File: config.mk
export PLATFORM = sky130hd
export DESIGN_NAME = wb_top
export DESIGN_NICKNAME = d
export VERILOG_FILES = /design/src/logic/wb_pkg.sv /design/src/logic/wb_csr_file.sv /design/src/logic/wb_gpr_file.sv /design/src/logic/wb_top.sv /design/src/logic/wb_writeback.sv
export SDC_FILE = /design/constraint.sdc
export NUM_CORES = 2
export LEC_CHECK = 0
export BUFFER_PORTS_ARGS = -buffer_cell sky130_fd_sc_hd__buf_4
export CORE_ASPECT_RATIO = 0.7
export CORE_UTILIZATION = 29
export DETAILED_ROUTE_END_ITERATION = 10
export GPL_TIMING_DRIVEN = 0
export SKIP_LAST_GASP = 1
export SYNTH_ARGS = -nofsm -noshare
export SYNTH_HDL_FRONTEND = slang
export SYNTH_HIERARCHICAL = 1
export SYNTH_SLANG_ARGS = --single-unit
File: constraint.sdc
create_clock -name g_clk -period 5.5 [get_ports g_clk]
set_input_delay 0 -clock g_clk [delete_from_list [all_inputs] [get_ports g_clk]]
set_output_delay 0 -clock g_clk [all_outputs]
set_load 0.05 [all_outputs]
File: src/logic/wb_pkg.sv
// Writeback subsystem shared definitions
// Widths, unit positions, micro-op views, CSR addresses and trap causes
package wb_pkg;

    // Basic widths
    // ------------------------------
    typedef logic [31:0] word_t;      // Data, pc and instruction word
    typedef logic [ 4:0] reg_addr_t;  // GPR index
    typedef logic [11:0] csr_addr_t;  // CSR address
    typedef logic [ 4:0] fu_t;        // One-hot functional unit select

    // Functional unit bit positions within fu_t
    localparam int FU_ALU = 0;        // Integer ALU
    localparam int FU_MUL = 1;        // Multiplier, not present here
    localparam int FU_LSU = 2;        // Load/store, not present here
    localparam int FU_CFU = 3;        // Control flow unit
    localparam int FU_CSR = 4;        // CSR access unit

    // Micro-op encodings
    // ------------------------------
    typedef enum logic [4:0] {
        CFU_TAKEN  = 5'd1,            // Taken jump or branch
        CFU_EBREAK = 5'd2,            // Breakpoint trap
        CFU_ECALL  = 5'd3,            // Environment call trap
        CFU_MRET   = 5'd4             // Return from machine trap
    } cfu_op_e;

    // CSR view of the micro-op word
    typedef struct packed {
        logic read;                   // Copy old value into rd
        logic write;                  // Replace with write data
        logic set;                    // OR write data in
        logic clear;                  // AND-NOT write data in
        logic spare;                  // Unused
    } csr_op_t;

    // Same 5 bits, read per selected unit
    typedef union packed {
        csr_op_t csr;                 // Valid when CSR unit selected
        cfu_op_e cfu;                 // Valid when CFU unit selected
    } uop_u;

    // CSR map
    // ------------------------------
    localparam csr_addr_t CSR_MTVEC    = 12'h305; // Trap vector base
    localparam csr_addr_t CSR_MSCRATCH = 12'h340; // Scratch register
    localparam csr_addr_t CSR_MEPC     = 12'h341; // Trap return pc
    localparam csr_addr_t CSR_MCAUSE   = 12'h342; // Trap cause

    // Trap causes
    // ------------------------------
    // Bit 5 marks an interrupt, bits 4:0 hold the code
    typedef logic [5:0] cause_t;

    localparam int CAUSE_INT_BIT = 5;                // Interrupt flag position
    localparam cause_t CAUSE_EBREAK = 6'd3;          // Breakpoint
    localparam cause_t CAUSE_ECALL  = 6'd11;         // Environment call, M mode

endpackage

File: src/logic/wb_csr_file.sv
// Machine CSR file for the writeback stage
// mtvec, mepc, mscratch and mcause with read/write/set/clear and trap capture
module wb_csr_file #(
    parameter wb_pkg::word_t MTVEC_RESET = 32'h0000_0100  // Trap vector at reset
) (
    input  logic              g_clk,          // Clock
    input  logic              g_resetn,       // Sync reset, active low

    input  logic              csr_en,         // Access on this cycle
    input  logic              csr_wr,         // Replace
    input  logic              csr_wr_set,     // OR in
    input  logic              csr_wr_clr,     // AND-NOT in
    input  wb_pkg::csr_addr_t csr_addr,       // Register select
    input  wb_pkg::word_t     csr_wdata,      // Write data
    output wb_pkg::word_t     csr_rdata,      // Value before the write
    output wb_pkg::word_t     csr_mtvec,      // Always-visible trap vector
    output wb_pkg::word_t     csr_mepc,       // Always-visible return pc

    input  logic              trap_take,      // Capture strobe
    input  wb_pkg::word_t     trap_pc,        // Goes to mepc
    input  wb_pkg::cause_t    trap_cause      // Goes to mcause
);

    wb_pkg::word_t mtvec;
    wb_pkg::word_t mepc;
    wb_pkg::word_t mscratch;
    wb_pkg::word_t mcause;

    // Address decode
    // ------------------------------
    logic sel_mtvec;
    logic sel_mepc;
    logic sel_mscratch;
    logic sel_mcause;

    assign sel_mtvec    = (csr_addr == wb_pkg::CSR_MTVEC);
    assign sel_mepc     = (csr_addr == wb_pkg::CSR_MEPC);
    assign sel_mscratch = (csr_addr == wb_pkg::CSR_MSCRATCH);
    assign sel_mcause   = (csr_addr == wb_pkg::CSR_MCAUSE);

    always_comb begin
        csr_rdata = '0;                       // Unknown address reads zero
        if (sel_mtvec)    csr_rdata = mtvec;
        if (sel_mepc)     csr_rdata = mepc;
        if (sel_mscratch) csr_rdata = mscratch;
        if (sel_mcause)   csr_rdata = mcause;
    end

    assign csr_mtvec = mtvec;
    assign csr_mepc  = mepc;

    // Next value
    // ------------------------------
    logic          wr_any;
    wb_pkg::word_t wr_val;

    assign wr_any = csr_en && (csr_wr || csr_wr_set || csr_wr_clr);

    always_comb begin
        if (csr_wr) begin
            wr_val = csr_wdata;
        end else if (csr_wr_set) begin
            wr_val = csr_rdata | csr_wdata;
        end else begin
            wr_val = csr_rdata & ~csr_wdata;  // Clear
        end
    end

    // Interrupt flag moves to bit 31
    wb_pkg::word_t cause_word;
    assign cause_word = {trap_cause[wb_pkg::CAUSE_INT_BIT], 26'd0, trap_cause[4:0]};

    always_ff @(posedge g_clk) begin
        if (!g_resetn) begin
            mtvec    <= MTVEC_RESET;
            mepc     <= '0;
            mscratch <= '0;
            mcause   <= '0;
        end else if (trap_take) begin
            mepc     <= trap_pc;              // Return to trapping pc
            mcause   <= cause_word;
        end else if (wr_any) begin
            if (sel_mtvec)    mtvec    <= wr_val;
            if (sel_mepc)     mepc     <= wr_val;
            if (sel_mscratch) mscratch <= wr_val;
            if (sel_mcause)   mcause   <= wr_val;
        end
    end

    // Stage never retires a CSR op while a trap is acked
    a_no_wr_on_trap : assert property (@(posedge g_clk) disable iff (!g_resetn)
        !(wr_any && trap_take));

endmodule

File: src/logic/wb_gpr_file.sv
// General purpose register file, 31 x 32 bits
// One write port, two combinational read ports, x0 reads zero
module wb_gpr_file (
    input  logic              g_clk,          // Clock
    input  logic              g_resetn,       // Sync reset, active low

    input  logic              gpr_wen,        // Write enable
    input  wb_pkg::reg_addr_t gpr_rd,         // Write index
    input  wb_pkg::word_t     gpr_wdata,      // Write data

    input  wb_pkg::reg_addr_t rs1_addr,       // Read port 1 index
    output wb_pkg::word_t     rs1_data,       // Read port 1 data
    input  wb_pkg::reg_addr_t rs2_addr,       // Read port 2 index
    output wb_pkg::word_t     rs2_data        // Read port 2 data
);

    wb_pkg::word_t regs [1:31];               // No storage for x0

    // Write port
    // ------------------------------
    always_ff @(posedge g_clk) begin
        if (!g_resetn) begin
            for (int i = 1; i < 32; i++) begin
                regs[i] <= '0;                // All GPRs start at zero
            end
        end else if (gpr_wen && (gpr_rd != '0)) begin
            regs[gpr_rd] <= gpr_wdata;        // x0 writes dropped
        end
    end

    // Read ports
    // ------------------------------
    assign rs1_data = (rs1_addr == '0) ? '0 : regs[rs1_addr];
    assign rs2_data = (rs2_addr == '0) ? '0 : regs[rs2_addr];

    // x0 stays zero, even right after a write aimed at it
    a_x0_zero : assert property (@(posedge g_clk) disable iff (!g_resetn)
        (gpr_wen && (gpr_rd == '0)) |=>
            ((rs1_addr != '0) || (rs1_data == '0)) &&
            ((rs2_addr != '0) || (rs2_data == '0)));

endmodule

File: src/logic/wb_top.sv
// Writeback subsystem top
// Connects the writeback stage to its CSR file and GPR file
module wb_top #(
    parameter wb_pkg::word_t MTVEC_RESET = 32'h0000_0100  // Trap vector at reset
) (
    input  logic              g_clk,          // Clock
    input  logic              g_resetn,       // Sync reset, active low

    input  wb_pkg::reg_addr_t s4_rd,          // Stage inputs
    input  wb_pkg::word_t     s4_opr_a,
    input  wb_pkg::word_t     s4_opr_b,
    input  wb_pkg::word_t     s4_pc,
    input  wb_pkg::word_t     s4_instr,
    input  wb_pkg::uop_u      s4_uop,
    input  wb_pkg::fu_t       s4_fu,
    input  logic              s4_trap,
    input  wb_pkg::cause_t    s4_trap_code,
    input  logic              s4_p_valid,
    output logic              s4_p_busy,

    output wb_pkg::reg_addr_t fwd_rd,         // Forwarding
    output wb_pkg::word_t     fwd_wdata,
    output logic              fwd_csr,

    output wb_pkg::word_t     trs_pc,         // Trace
    output wb_pkg::word_t     trs_instr,
    output logic              trs_valid,

    output logic              cf_req,         // Control flow
    output wb_pkg::word_t     cf_target,
    input  logic              cf_ack,

    input  wb_pkg::reg_addr_t rs1_addr,       // GPR read ports
    output wb_pkg::word_t     rs1_data,
    input  wb_pkg::reg_addr_t rs2_addr,
    output wb_pkg::word_t     rs2_data
);

    // Stage to register files
    // ------------------------------
    logic              gpr_wen;
    wb_pkg::reg_addr_t gpr_rd;
    wb_pkg::word_t     gpr_wdata;
    logic              csr_en, csr_wr, csr_wr_set, csr_wr_clr;
    wb_pkg::csr_addr_t csr_addr;
    wb_pkg::word_t     csr_wdata, csr_rdata, csr_mtvec, csr_mepc;
    logic              trap_take;
    wb_pkg::word_t     trap_pc;
    wb_pkg::cause_t    trap_cause;

    wb_writeback u_wb (.*);                   // Names match one to one

    wb_csr_file #(
        .MTVEC_RESET (MTVEC_RESET)
    ) u_csr (.*);

    wb_gpr_file u_gpr (.*);

endmodule

File: src/logic/wb_writeback.sv
// Writeback stage of the integer pipeline
// Retires instructions into GPRs and CSRs and requests control flow changes
module wb_writeback (
    input  logic              g_clk,          // Clock
    input  logic              g_resetn,       // Sync reset, active low

    input  wb_pkg::reg_addr_t s4_rd,          // Destination register
    input  wb_pkg::word_t     s4_opr_a,       // Result or jump target
    input  wb_pkg::word_t     s4_opr_b,       // Holds CSR address
    input  wb_pkg::word_t     s4_pc,          // Instruction pc
    input  wb_pkg::word_t     s4_instr,       // Instruction word
    input  wb_pkg::uop_u      s4_uop,         // Micro-op
    input  wb_pkg::fu_t       s4_fu,          // Unit select, one-hot
    input  logic              s4_trap,        // Take an interrupt trap
    input  wb_pkg::cause_t    s4_trap_code,   // Interrupt cause
    input  logic              s4_p_valid,     // Stage inputs valid
    output logic              s4_p_busy,      // Stage holding its inputs

    output wb_pkg::reg_addr_t fwd_rd,         // Forwarded destination
    output wb_pkg::word_t     fwd_wdata,      // Forwarded result
    output logic              fwd_csr,        // CSR op in this stage

    output logic              gpr_wen,        // GPR write enable
    output wb_pkg::reg_addr_t gpr_rd,         // GPR write index
    output wb_pkg::word_t     gpr_wdata,      // GPR write data

    output logic              csr_en,         // CSR access
    output logic              csr_wr,         // CSR replace
    output logic              csr_wr_set,     // CSR bit set
    output logic              csr_wr_clr,     // CSR bit clear
    output wb_pkg::csr_addr_t csr_addr,       // CSR address
    output wb_pkg::word_t     csr_wdata,      // CSR write data
    input  wb_pkg::word_t     csr_rdata,      // CSR read data
    input  wb_pkg::word_t     csr_mtvec,      // Current trap vector
    input  wb_pkg::word_t     csr_mepc,       // Current return pc

    output logic              trap_take,      // Capture mepc and mcause
    output wb_pkg::word_t     trap_pc,        // Pc of trapping instruction
    output wb_pkg::cause_t    trap_cause,     // Cause to capture

    output wb_pkg::word_t     trs_pc,         // Trace pc
    output wb_pkg::word_t     trs_instr,      // Trace instruction
    output logic              trs_valid,      // Trace strobe, one per retire

    output logic              cf_req,         // Control flow change request
    output wb_pkg::word_t     cf_target,      // New pc
    input  logic              cf_ack          // Request accepted
);

    logic retire;                             // Instruction leaves this cycle
    logic cfu_done;                           // Request acked, still held

    // Unit decode
    // ------------------------------
    logic fu_alu;
    logic fu_mul;
    logic fu_lsu;
    logic fu_cfu;
    logic fu_csr;
    logic trap_in;

    assign fu_alu  = s4_p_valid && s4_fu[wb_pkg::FU_ALU];
    assign fu_mul  = s4_p_valid && s4_fu[wb_pkg::FU_MUL];
    assign fu_lsu  = s4_p_valid && s4_fu[wb_pkg::FU_LSU];
    assign fu_cfu  = s4_p_valid && s4_fu[wb_pkg::FU_CFU];
    assign fu_csr  = s4_p_valid && s4_fu[wb_pkg::FU_CSR];
    assign trap_in = s4_p_valid && s4_trap;   // Interrupt overrides the op

    assign retire  = s4_p_valid && !s4_p_busy;

    // CSR unit
    // ------------------------------
    logic csr_go;
    assign csr_go     = retire && fu_csr && !s4_trap;
    assign csr_en     = csr_go;
    assign csr_wr     = csr_go && s4_uop.csr.write;
    assign csr_wr_set = csr_go && s4_uop.csr.set;
    assign csr_wr_clr = csr_go && s4_uop.csr.clear;
    assign csr_addr   = s4_opr_b[11:0];       // Address rides on operand B
    assign csr_wdata  = s4_opr_a;

    // Control flow unit
    // ------------------------------
    logic cfu_taken;
    logic cfu_ecall;
    logic cfu_trap;
    logic cfu_mret;
    logic trap_any;
    logic cf_need;

    assign cfu_taken = fu_cfu && (s4_uop.cfu == wb_pkg::CFU_TAKEN);
    assign cfu_ecall = fu_cfu && (s4_uop.cfu == wb_pkg::CFU_ECALL);
    assign cfu_trap  = cfu_ecall || (fu_cfu && (s4_uop.cfu == wb_pkg::CFU_EBREAK));
    assign cfu_mret  = fu_cfu && (s4_uop.cfu == wb_pkg::CFU_MRET);
    assign trap_any  = cfu_trap || trap_in;
    assign cf_need   = cfu_taken || cfu_mret || trap_any;

    assign cf_req    = cf_need && !cfu_done;  // One request per instruction
    assign s4_p_busy = cf_need && !(cfu_done || cf_ack);

    always_comb begin
        if (trap_any) begin
            cf_target = csr_mtvec;            // Traps win over the op
        end else if (cfu_mret) begin
            cf_target = csr_mepc;
        end else begin
            cf_target = s4_opr_a;             // Taken jump, else don't care
        end
    end

    always_ff @(posedge g_clk) begin
        if (!g_resetn) begin
            cfu_done <= 1'b0;
        end else begin
            cfu_done <= !retire && (cfu_done || (cf_req && cf_ack));
        end
    end

    // Trap capture
    // ------------------------------
    assign trap_take = cf_req && cf_ack && trap_any;
    assign trap_pc   = s4_pc;

    always_comb begin
        if (trap_in) begin
            trap_cause = {1'b1, s4_trap_code[4:0]};           // Interrupt
        end else if (cfu_ecall) begin
            trap_cause = wb_pkg::CAUSE_ECALL;
        end else begin
            trap_cause = wb_pkg::CAUSE_EBREAK;
        end
    end

    // GPR writeback and forwarding
    // ------------------------------
    logic csr_rd_wen;
    assign csr_rd_wen = fu_csr && s4_uop.csr.read;

    assign gpr_wen   = retire && !s4_trap && (fu_alu || csr_rd_wen);
    assign gpr_rd    = s4_rd;
    assign gpr_wdata = csr_rd_wen ? csr_rdata : s4_opr_a;   // Old CSR value
    assign fwd_rd    = s4_rd;
    assign fwd_wdata = gpr_wdata;
    assign fwd_csr   = fu_csr;

    // Trace
    assign trs_pc    = s4_pc;
    assign trs_instr = s4_instr;
    assign trs_valid = retire;

    // Only ALU, CFU and CSR units feed this stage
    a_fu_onehot : assert property (@(posedge g_clk) disable iff (!g_resetn)
        s4_p_valid |-> ($onehot(s4_fu) && !fu_mul && !fu_lsu));

    // Target held until the ack
    a_cf_stable : assert property (@(posedge g_clk) disable iff (!g_resetn)
        (cf_req && !cf_ack) |=> (cf_req && $stable(cf_target)));

endmodule

# Word-level counts from Yosys, hierarchy flattened
# Memories as Yosys holds them, arrays and structs flattened.
# Cells that the tools add are included.
[classes] n_eq_ne=8 mux=26 bitwise_logic=5 n_reduce_logical=51
[op_table] op="$mux 32" count=18
[op_table] op="$eq 12x10->1 const B" count=4
[op_table] op="$and 32x32->32" count=1
[op_table] op="$not 32->32" count=1
[op_table] op="$or 32x32->32" count=1
[op_table] op="$reduce_or 32->1" count=1
[op_table] op="$logic_and 1x1->1" count=24
[op_table] op="$eq 5x2->1 const B" count=2
[op_table] op="$logic_not 5->1" count=2
[op_table] op="$logic_or 1x1->1" count=9
[op_table] op="$mux 6" count=1
[op_table] op="$reduce_and 2->1" count=3
[op_table] op="$reduce_and 3->1" count=2
[op_table] op="$reduce_bool 2->1" count=3
[op_table] op="$eq 5x1->1 const B" count=1
[op_table] op="$eq 5x3->1 const B" count=1
[op_table] op="$logic_not 1->1" count=5
[op_table] op="$mux 1" count=5
[op_table] op="$mux 5" count=1
[op_table] op="$reduce_bool 5->1" count=1
[op_table] op="$mux 4" count=1
[op_table] op="$not 1->1" count=2
[op_table] op="$reduce_or 2->1" count=1
[word_totals] ff_bits=129 ramBits=992 n_memories=1
[memory_table] memory="u_gpr.regs" depth=31 word_bits=32 read_ports=2 rd_clocked_by_memory_dff=0 write_ports=31 line_no="wb_gpr_file.sv:17" text="wb_pkg::word_t regs [1:31];"

# Logic depth before layout (Yosys ltp)
[depth] depth_word=16 depth_mapped=14 ltp_nobuf=9

# Modules after synthesis
# The synthesis kept the hierarchy.
[by_module_without_submodules] mod="wb_gpr_file" n_inst=1 cells_per_inst=3505 area_each_um2=54214.5 seq_area_each_um2=30749.5
[by_module_without_submodules] mod="wb_csr_file" n_inst=1 cells_per_inst=922 area_each_um2=7125.6 seq_area_each_um2=2562.5
[by_module_without_submodules] mod="wb_writeback" n_inst=1 cells_per_inst=359 area_each_um2=2717.6 seq_area_each_um2=20.0

# Worst setup path before layout
# Ideal clock, no wire load.
[synth_path] path_kind="input to register" startpoint="in s4_p_valid" endpoint="mem u_gpr/regs[20][0] in the netlist's numbering (enable)" setup_ns=0.466 t_arrival_ns=3.905 required_ns=5.034 path_slack_ns=1.130 cell_stages=8 path_buffers=1 path_cell_list="and2_1 > nand2_2 > a21oi_1 > and3_1 > nand2_1 > or3_1 > clkbuf_1 > o21ai_0"
[synth_rtl] element="from (decl)" line_no="wb_top.sv:18" text="input logic s4_p_valid,"
[synth_rtl] element="to (decl)" line_no="wb_gpr_file.sv:17"

# Worst setup path in the final report
[layout_path] startpoint="in s4_p_valid" endpoint="reg u_csr.mepc[8] (netlist: u_csr/csr_mepc[8])"
[layout_via] word_cells_on_any_way=33 classes_between="mux (5); reduce/logical (28)"
[layout_rtl] element="$logic_and 1x1->1 (*)" line_no="wb_writeback.sv:67" text="assign trap_in = s4_p_valid && s4_trap;"
[layout_rtl] element="named net u_wb.trap_in" line_no="wb_writeback.sv:60" text="logic trap_in;"
[layout_rtl] element="$logic_or 1x1->1 (*)" line_no="wb_writeback.sv:95" text="assign trap_any = cfu_trap || trap_in;"
[layout_rtl] element="$logic_or 1x1->1" line_no="wb_writeback.sv:96" text="assign cf_need = cfu_taken || cfu_mret || trap_any;"
[layout_rtl] element="$logic_and 1x1->1" line_no="wb_writeback.sv:98" text="assign cf_req = cf_need && !cfu_done;"
[layout_rtl] element="$logic_and 1x1->1" line_no="wb_writeback.sv:121" text="assign trap_take = cf_req && cf_ack && trap_any;"
[layout_rtl] element="$logic_and 1x1->1 (*)" line_no="wb_writeback.sv:121"
[layout_rtl] element="named net trap_take" line_no="wb_top.sv:47" text="logic trap_take;"
[layout_rtl] element="$reduce_bool 2->1 (no line)"
[layout_rtl] element="$reduce_and 2->1 (no line)"
[layout_rtl] element="to (signal assigned)" line_no="wb_csr_file.sv:80" text="mepc <= trap_pc;"
[layout_rtl] element="to (signal assigned)" line_no="wb_csr_file.sv:84" text="if (sel_mepc) mepc <= wr_val;"
[layout_rtl] element="to (decl)" line_no="wb_csr_file.sv:25" text="wb_pkg::word_t mepc;"
# The timed path passes the listed nets; every way through them passes the cells marked *. The select of a mux whose other input is x is not followed.
# A chain may end at the register's enable or synchronous reset.

==> flow_summary.ini <==
[critical_path]
worstSetupStartpointType = input port
regToRegSetupSlack_ns = 0.77
worstRegToRegCells = 12
arrival_ns = 5.74
crit_slowest_cell = nor3_2
critical-path-top-delay-family = buffers and inverters
cp_max_fo = 10
cp_num_buf_inv = 9
regToRegEndpoint = u_csr/csr_mepc[8]$_SDFFE_PN0P_
crit_chain = dlygate4sd3_1, buf_4, and2_0, buf_6, a31oi_4, buf_2, nor3b_1, inv_1, clkbuf_1, nand2_1, buf_1, nor3_2, clkbuf_1, o21ai_0, a31oi_1, dlygate4sd3_1
r2r-start = u_wb/cfu_done$_SDFF_PN0_
slowest_delay_ns = 1.00
required_ns = 6.22
cp-end-kind = flip-flop
crit_type = in2reg

[timing]
setup_viol = 0
hold_slack_ns = 0.117
slew_headroom_pct = -9.76
timing_hold_violations_final = 0
rsz0062_at_grt = false
final-max-slew-violation-count = 87
fin_crit_sh_pct = 91.3
max_clock_freq_mhz = 199
worstMarginPinSlew_ns = 1.65
skew_ns = 0.0364
fin_crit_ns = 5.02

[clock_network]
clk_latency_ns = 0.79
cts_tree = yes
cts_buffers = 118
htree_levels = 3
clock_path_buffers = 3
clkSinkCount = 1153
clkSlewWorstSetupHoldPaths_ns = 0.07
root_buffer = clkbuf_16

[detailed_routing]
drt_iter0_markers = 8568
drc = 0
ant_nets = 0
vias = 48900
detail_route.wl_per_cell_um = 32.2
drt-pass1-iter-count = 8
wl_um = 269000
viasPerCell = 5.85

[yosys]
ys.flop_type = edfxtp_1
yosys_warnings = 6
yosys_register_bits = 1153
yosysTopAreaCell = edfxtp_1
ys_top_cells_by_area = edfxtp_1 48%, mux4_2 17%, and2_1 9.8%
synth_top_cell_area_share_pct = 48.0
synth_commonest_cells = 1024 x edfxtp_1, 1004 x and2_1, 472 x mux4_2
netlist-cell-type-count = 71
synth_edf_count = 1024
syn-instance-count = 4786
synth.most_common_cell = edfxtp_1
synth_area_mm2 = 0.0641
synth-seq-area-share_pct = 52.0
synthArstFlopShare_pct = 0
avgSynthCellArea_um2 = 13.4

[grt]
grt_pass1_wl_um = 365000
groute.usage.overall_pct = 23.4
grt_pass1_vias = 46900
grt-ovfl-total = 0
grt_max_degree = 22
grt_antenna_before_repair = 23

[power]
leakage_nw = 26.7
ir_worst_vdd_mv = 0.268
p_per_area_mw_per_mm2 = 287

[placed_design]
dp.cells = 8014
hpwl_um = 200000
gp_congestion = 0.976
io_buffers = 254

[finish]
fin_nets = 5520
syn_to_final_growth_pct = 18.6
drive_above_1_share_pct = 25.2
instances_no_fill = 8360
finish.utilization_pct = 34.8

[die]
io_pins = 365
die_w_um = 564
initial_core_util_pct = 29.3
dieArea_mm2 = 0.223
std_cell_rows = 143
die_h_um = 395
core_mm2 = 0.218

[worst_hold_path]
whs_path_depth = 6
min_path_type = in2reg
min_from = s4_trap
hold_end = u_csr/mcause[8]$_SDFFE_PP0P_

[flow_run]
maxCapViolCount = 9

[status]
violations = max-capacitance violations, max-slew violations
status = complete, but fails checks
==> metal layers <==
metal | up-vias | share of wire [%] | global-route usage [%]
li1 | 19300 | - | -
met1 | 25000 | 39 | 32.4
met2 | 3998 | 42 | 33.2
met3 | 604 | 15 | 8.82
met4 | 20 | 4.1 | 8.32
met5 | - | 0.047 | 0
==> placed cells by master, fill, tap and decap left out, types with 32 or more instances in the layout <==
cell type	instances
a2111oi_1	42
a21oi_1	69
a221o_1	77
a22o_1	76
a22oi_1	46
and2_1	1004
and3_1	32
buf_2	49
buf_4	477
buf_6	36
clkbuf_1	358
clkbuf_16	119
conb_1	32
dfxtp_1	129
dlygate4sd3_1	122
edfxtp_1	1024
mux2_2	63
mux2i_1	183
mux4_2	472
nand2_1	144
nand2b_1	40
nand3_1	35
nor2_1	119
nor3_1	107
nor4_1	33
o21ai_0	132
o22ai_1	109
==> per-stage QoR <==
| step | power, W | cell area, µm² | TNS, ns | worst slack [ns] |
|---|---|---|---|---|
| 5_1_grt | 0.0223 | 76000 | 0 | 0.536 |
| 3_3_place_gp | 0.0138 | 69700 | -2454.27 | -3.04 |
| 3_5_place_dp | 0.0138 | 71000 | 0 | 1.12 |
| 2_1_floorplan | 0.0124 | 64200 | 0 | 1.13 |
| 4_1_cts | 0.0218 | 76000 | 0 | 0.952 |
| 6_report | 0.0218 | 76000 | 0 | 0.481 |
==> how the worst max path moves through the flow <==
stage | from | end | slack (ns) | cells past startpoint
after floorplan | s4_p_valid | u_gpr/regs[20][0]$_SDFFCE_PN0P_ | 1.13 | 8
after global placement | s4_uop[1] | u_gpr/regs[11][23]$_SDFFCE_PN0P_ | -3.04 | 8
after detailed placement | s4_opr_b[11] | u_gpr/regs[6][23]$_SDFFCE_PN0P_ | 1.12 | 13
after CTS | s4_p_valid | u_csr/csr_mepc[8]$_SDFFE_PN0P_ | 0.95 | 16
after global routing | s4_p_valid | u_csr/csr_mepc[8]$_SDFFE_PN0P_ | 0.54 | 16
final | s4_p_valid | u_csr/csr_mepc[8]$_SDFFE_PN0P_ | 0.48 | 16
==> flip-flops by register name, indices dropped and copies added, names as in the netlist <==
register,flops
u_csr/csr_mtvec,32
u_csr/mscratch,32
u_csr/mcause,32
u_wb/cfu_done,1
u_csr/csr_mepc,32
u_gpr/regs,1024
==> power by group <==
part	switching (W)	total, W	internal [W]
clock network	0.00366	0.00803	0.00437
registers	0.000237	0.0102	0.00994
logic	0.00230	0.00364	0.00134
total	0.00620	0.0218	0.0156
==> tightest hold or removal path, cell delays in order <==
cell and delay [ns]:
buf_4 0.10, and3b_1 0.21, o31ai_1 0.12, nor2_1 0.19, nor2_1 0.14, a211oi_1 0.06
==> layout make-up <==
type | count | area [µm²]
antenna | 5 | 12.5
buffer | 669 | 3690
clock buffer | 152 | 3160
clock inverter | 67 | 553
fill | 21100 | 142000
inverter | 11 | 41.3
multi-input combinational | 2984 | 27500
sequential | 1153 | 33300
tap | 2900 | 3630
timing repair buffer | 419 | 4090
==> logic make-up after synthesis <==
family,share of synthesized area (%)
AO/OA/AOI/OAI,7.14
buffers and inverters,5.81
flip-flops,52.0
multiplexers,20.6
other,0.00585
AND/OR/NAND/NOR,14.5
==> repair_timing <==
action                    in CTS  in global routing
resized for setup              0                  0
hold endpoints to repair     201                  0
buffers inserted               0                  0
hold buffers                 122                  0
No activity file was read; power rests on OpenSTA's default activity.
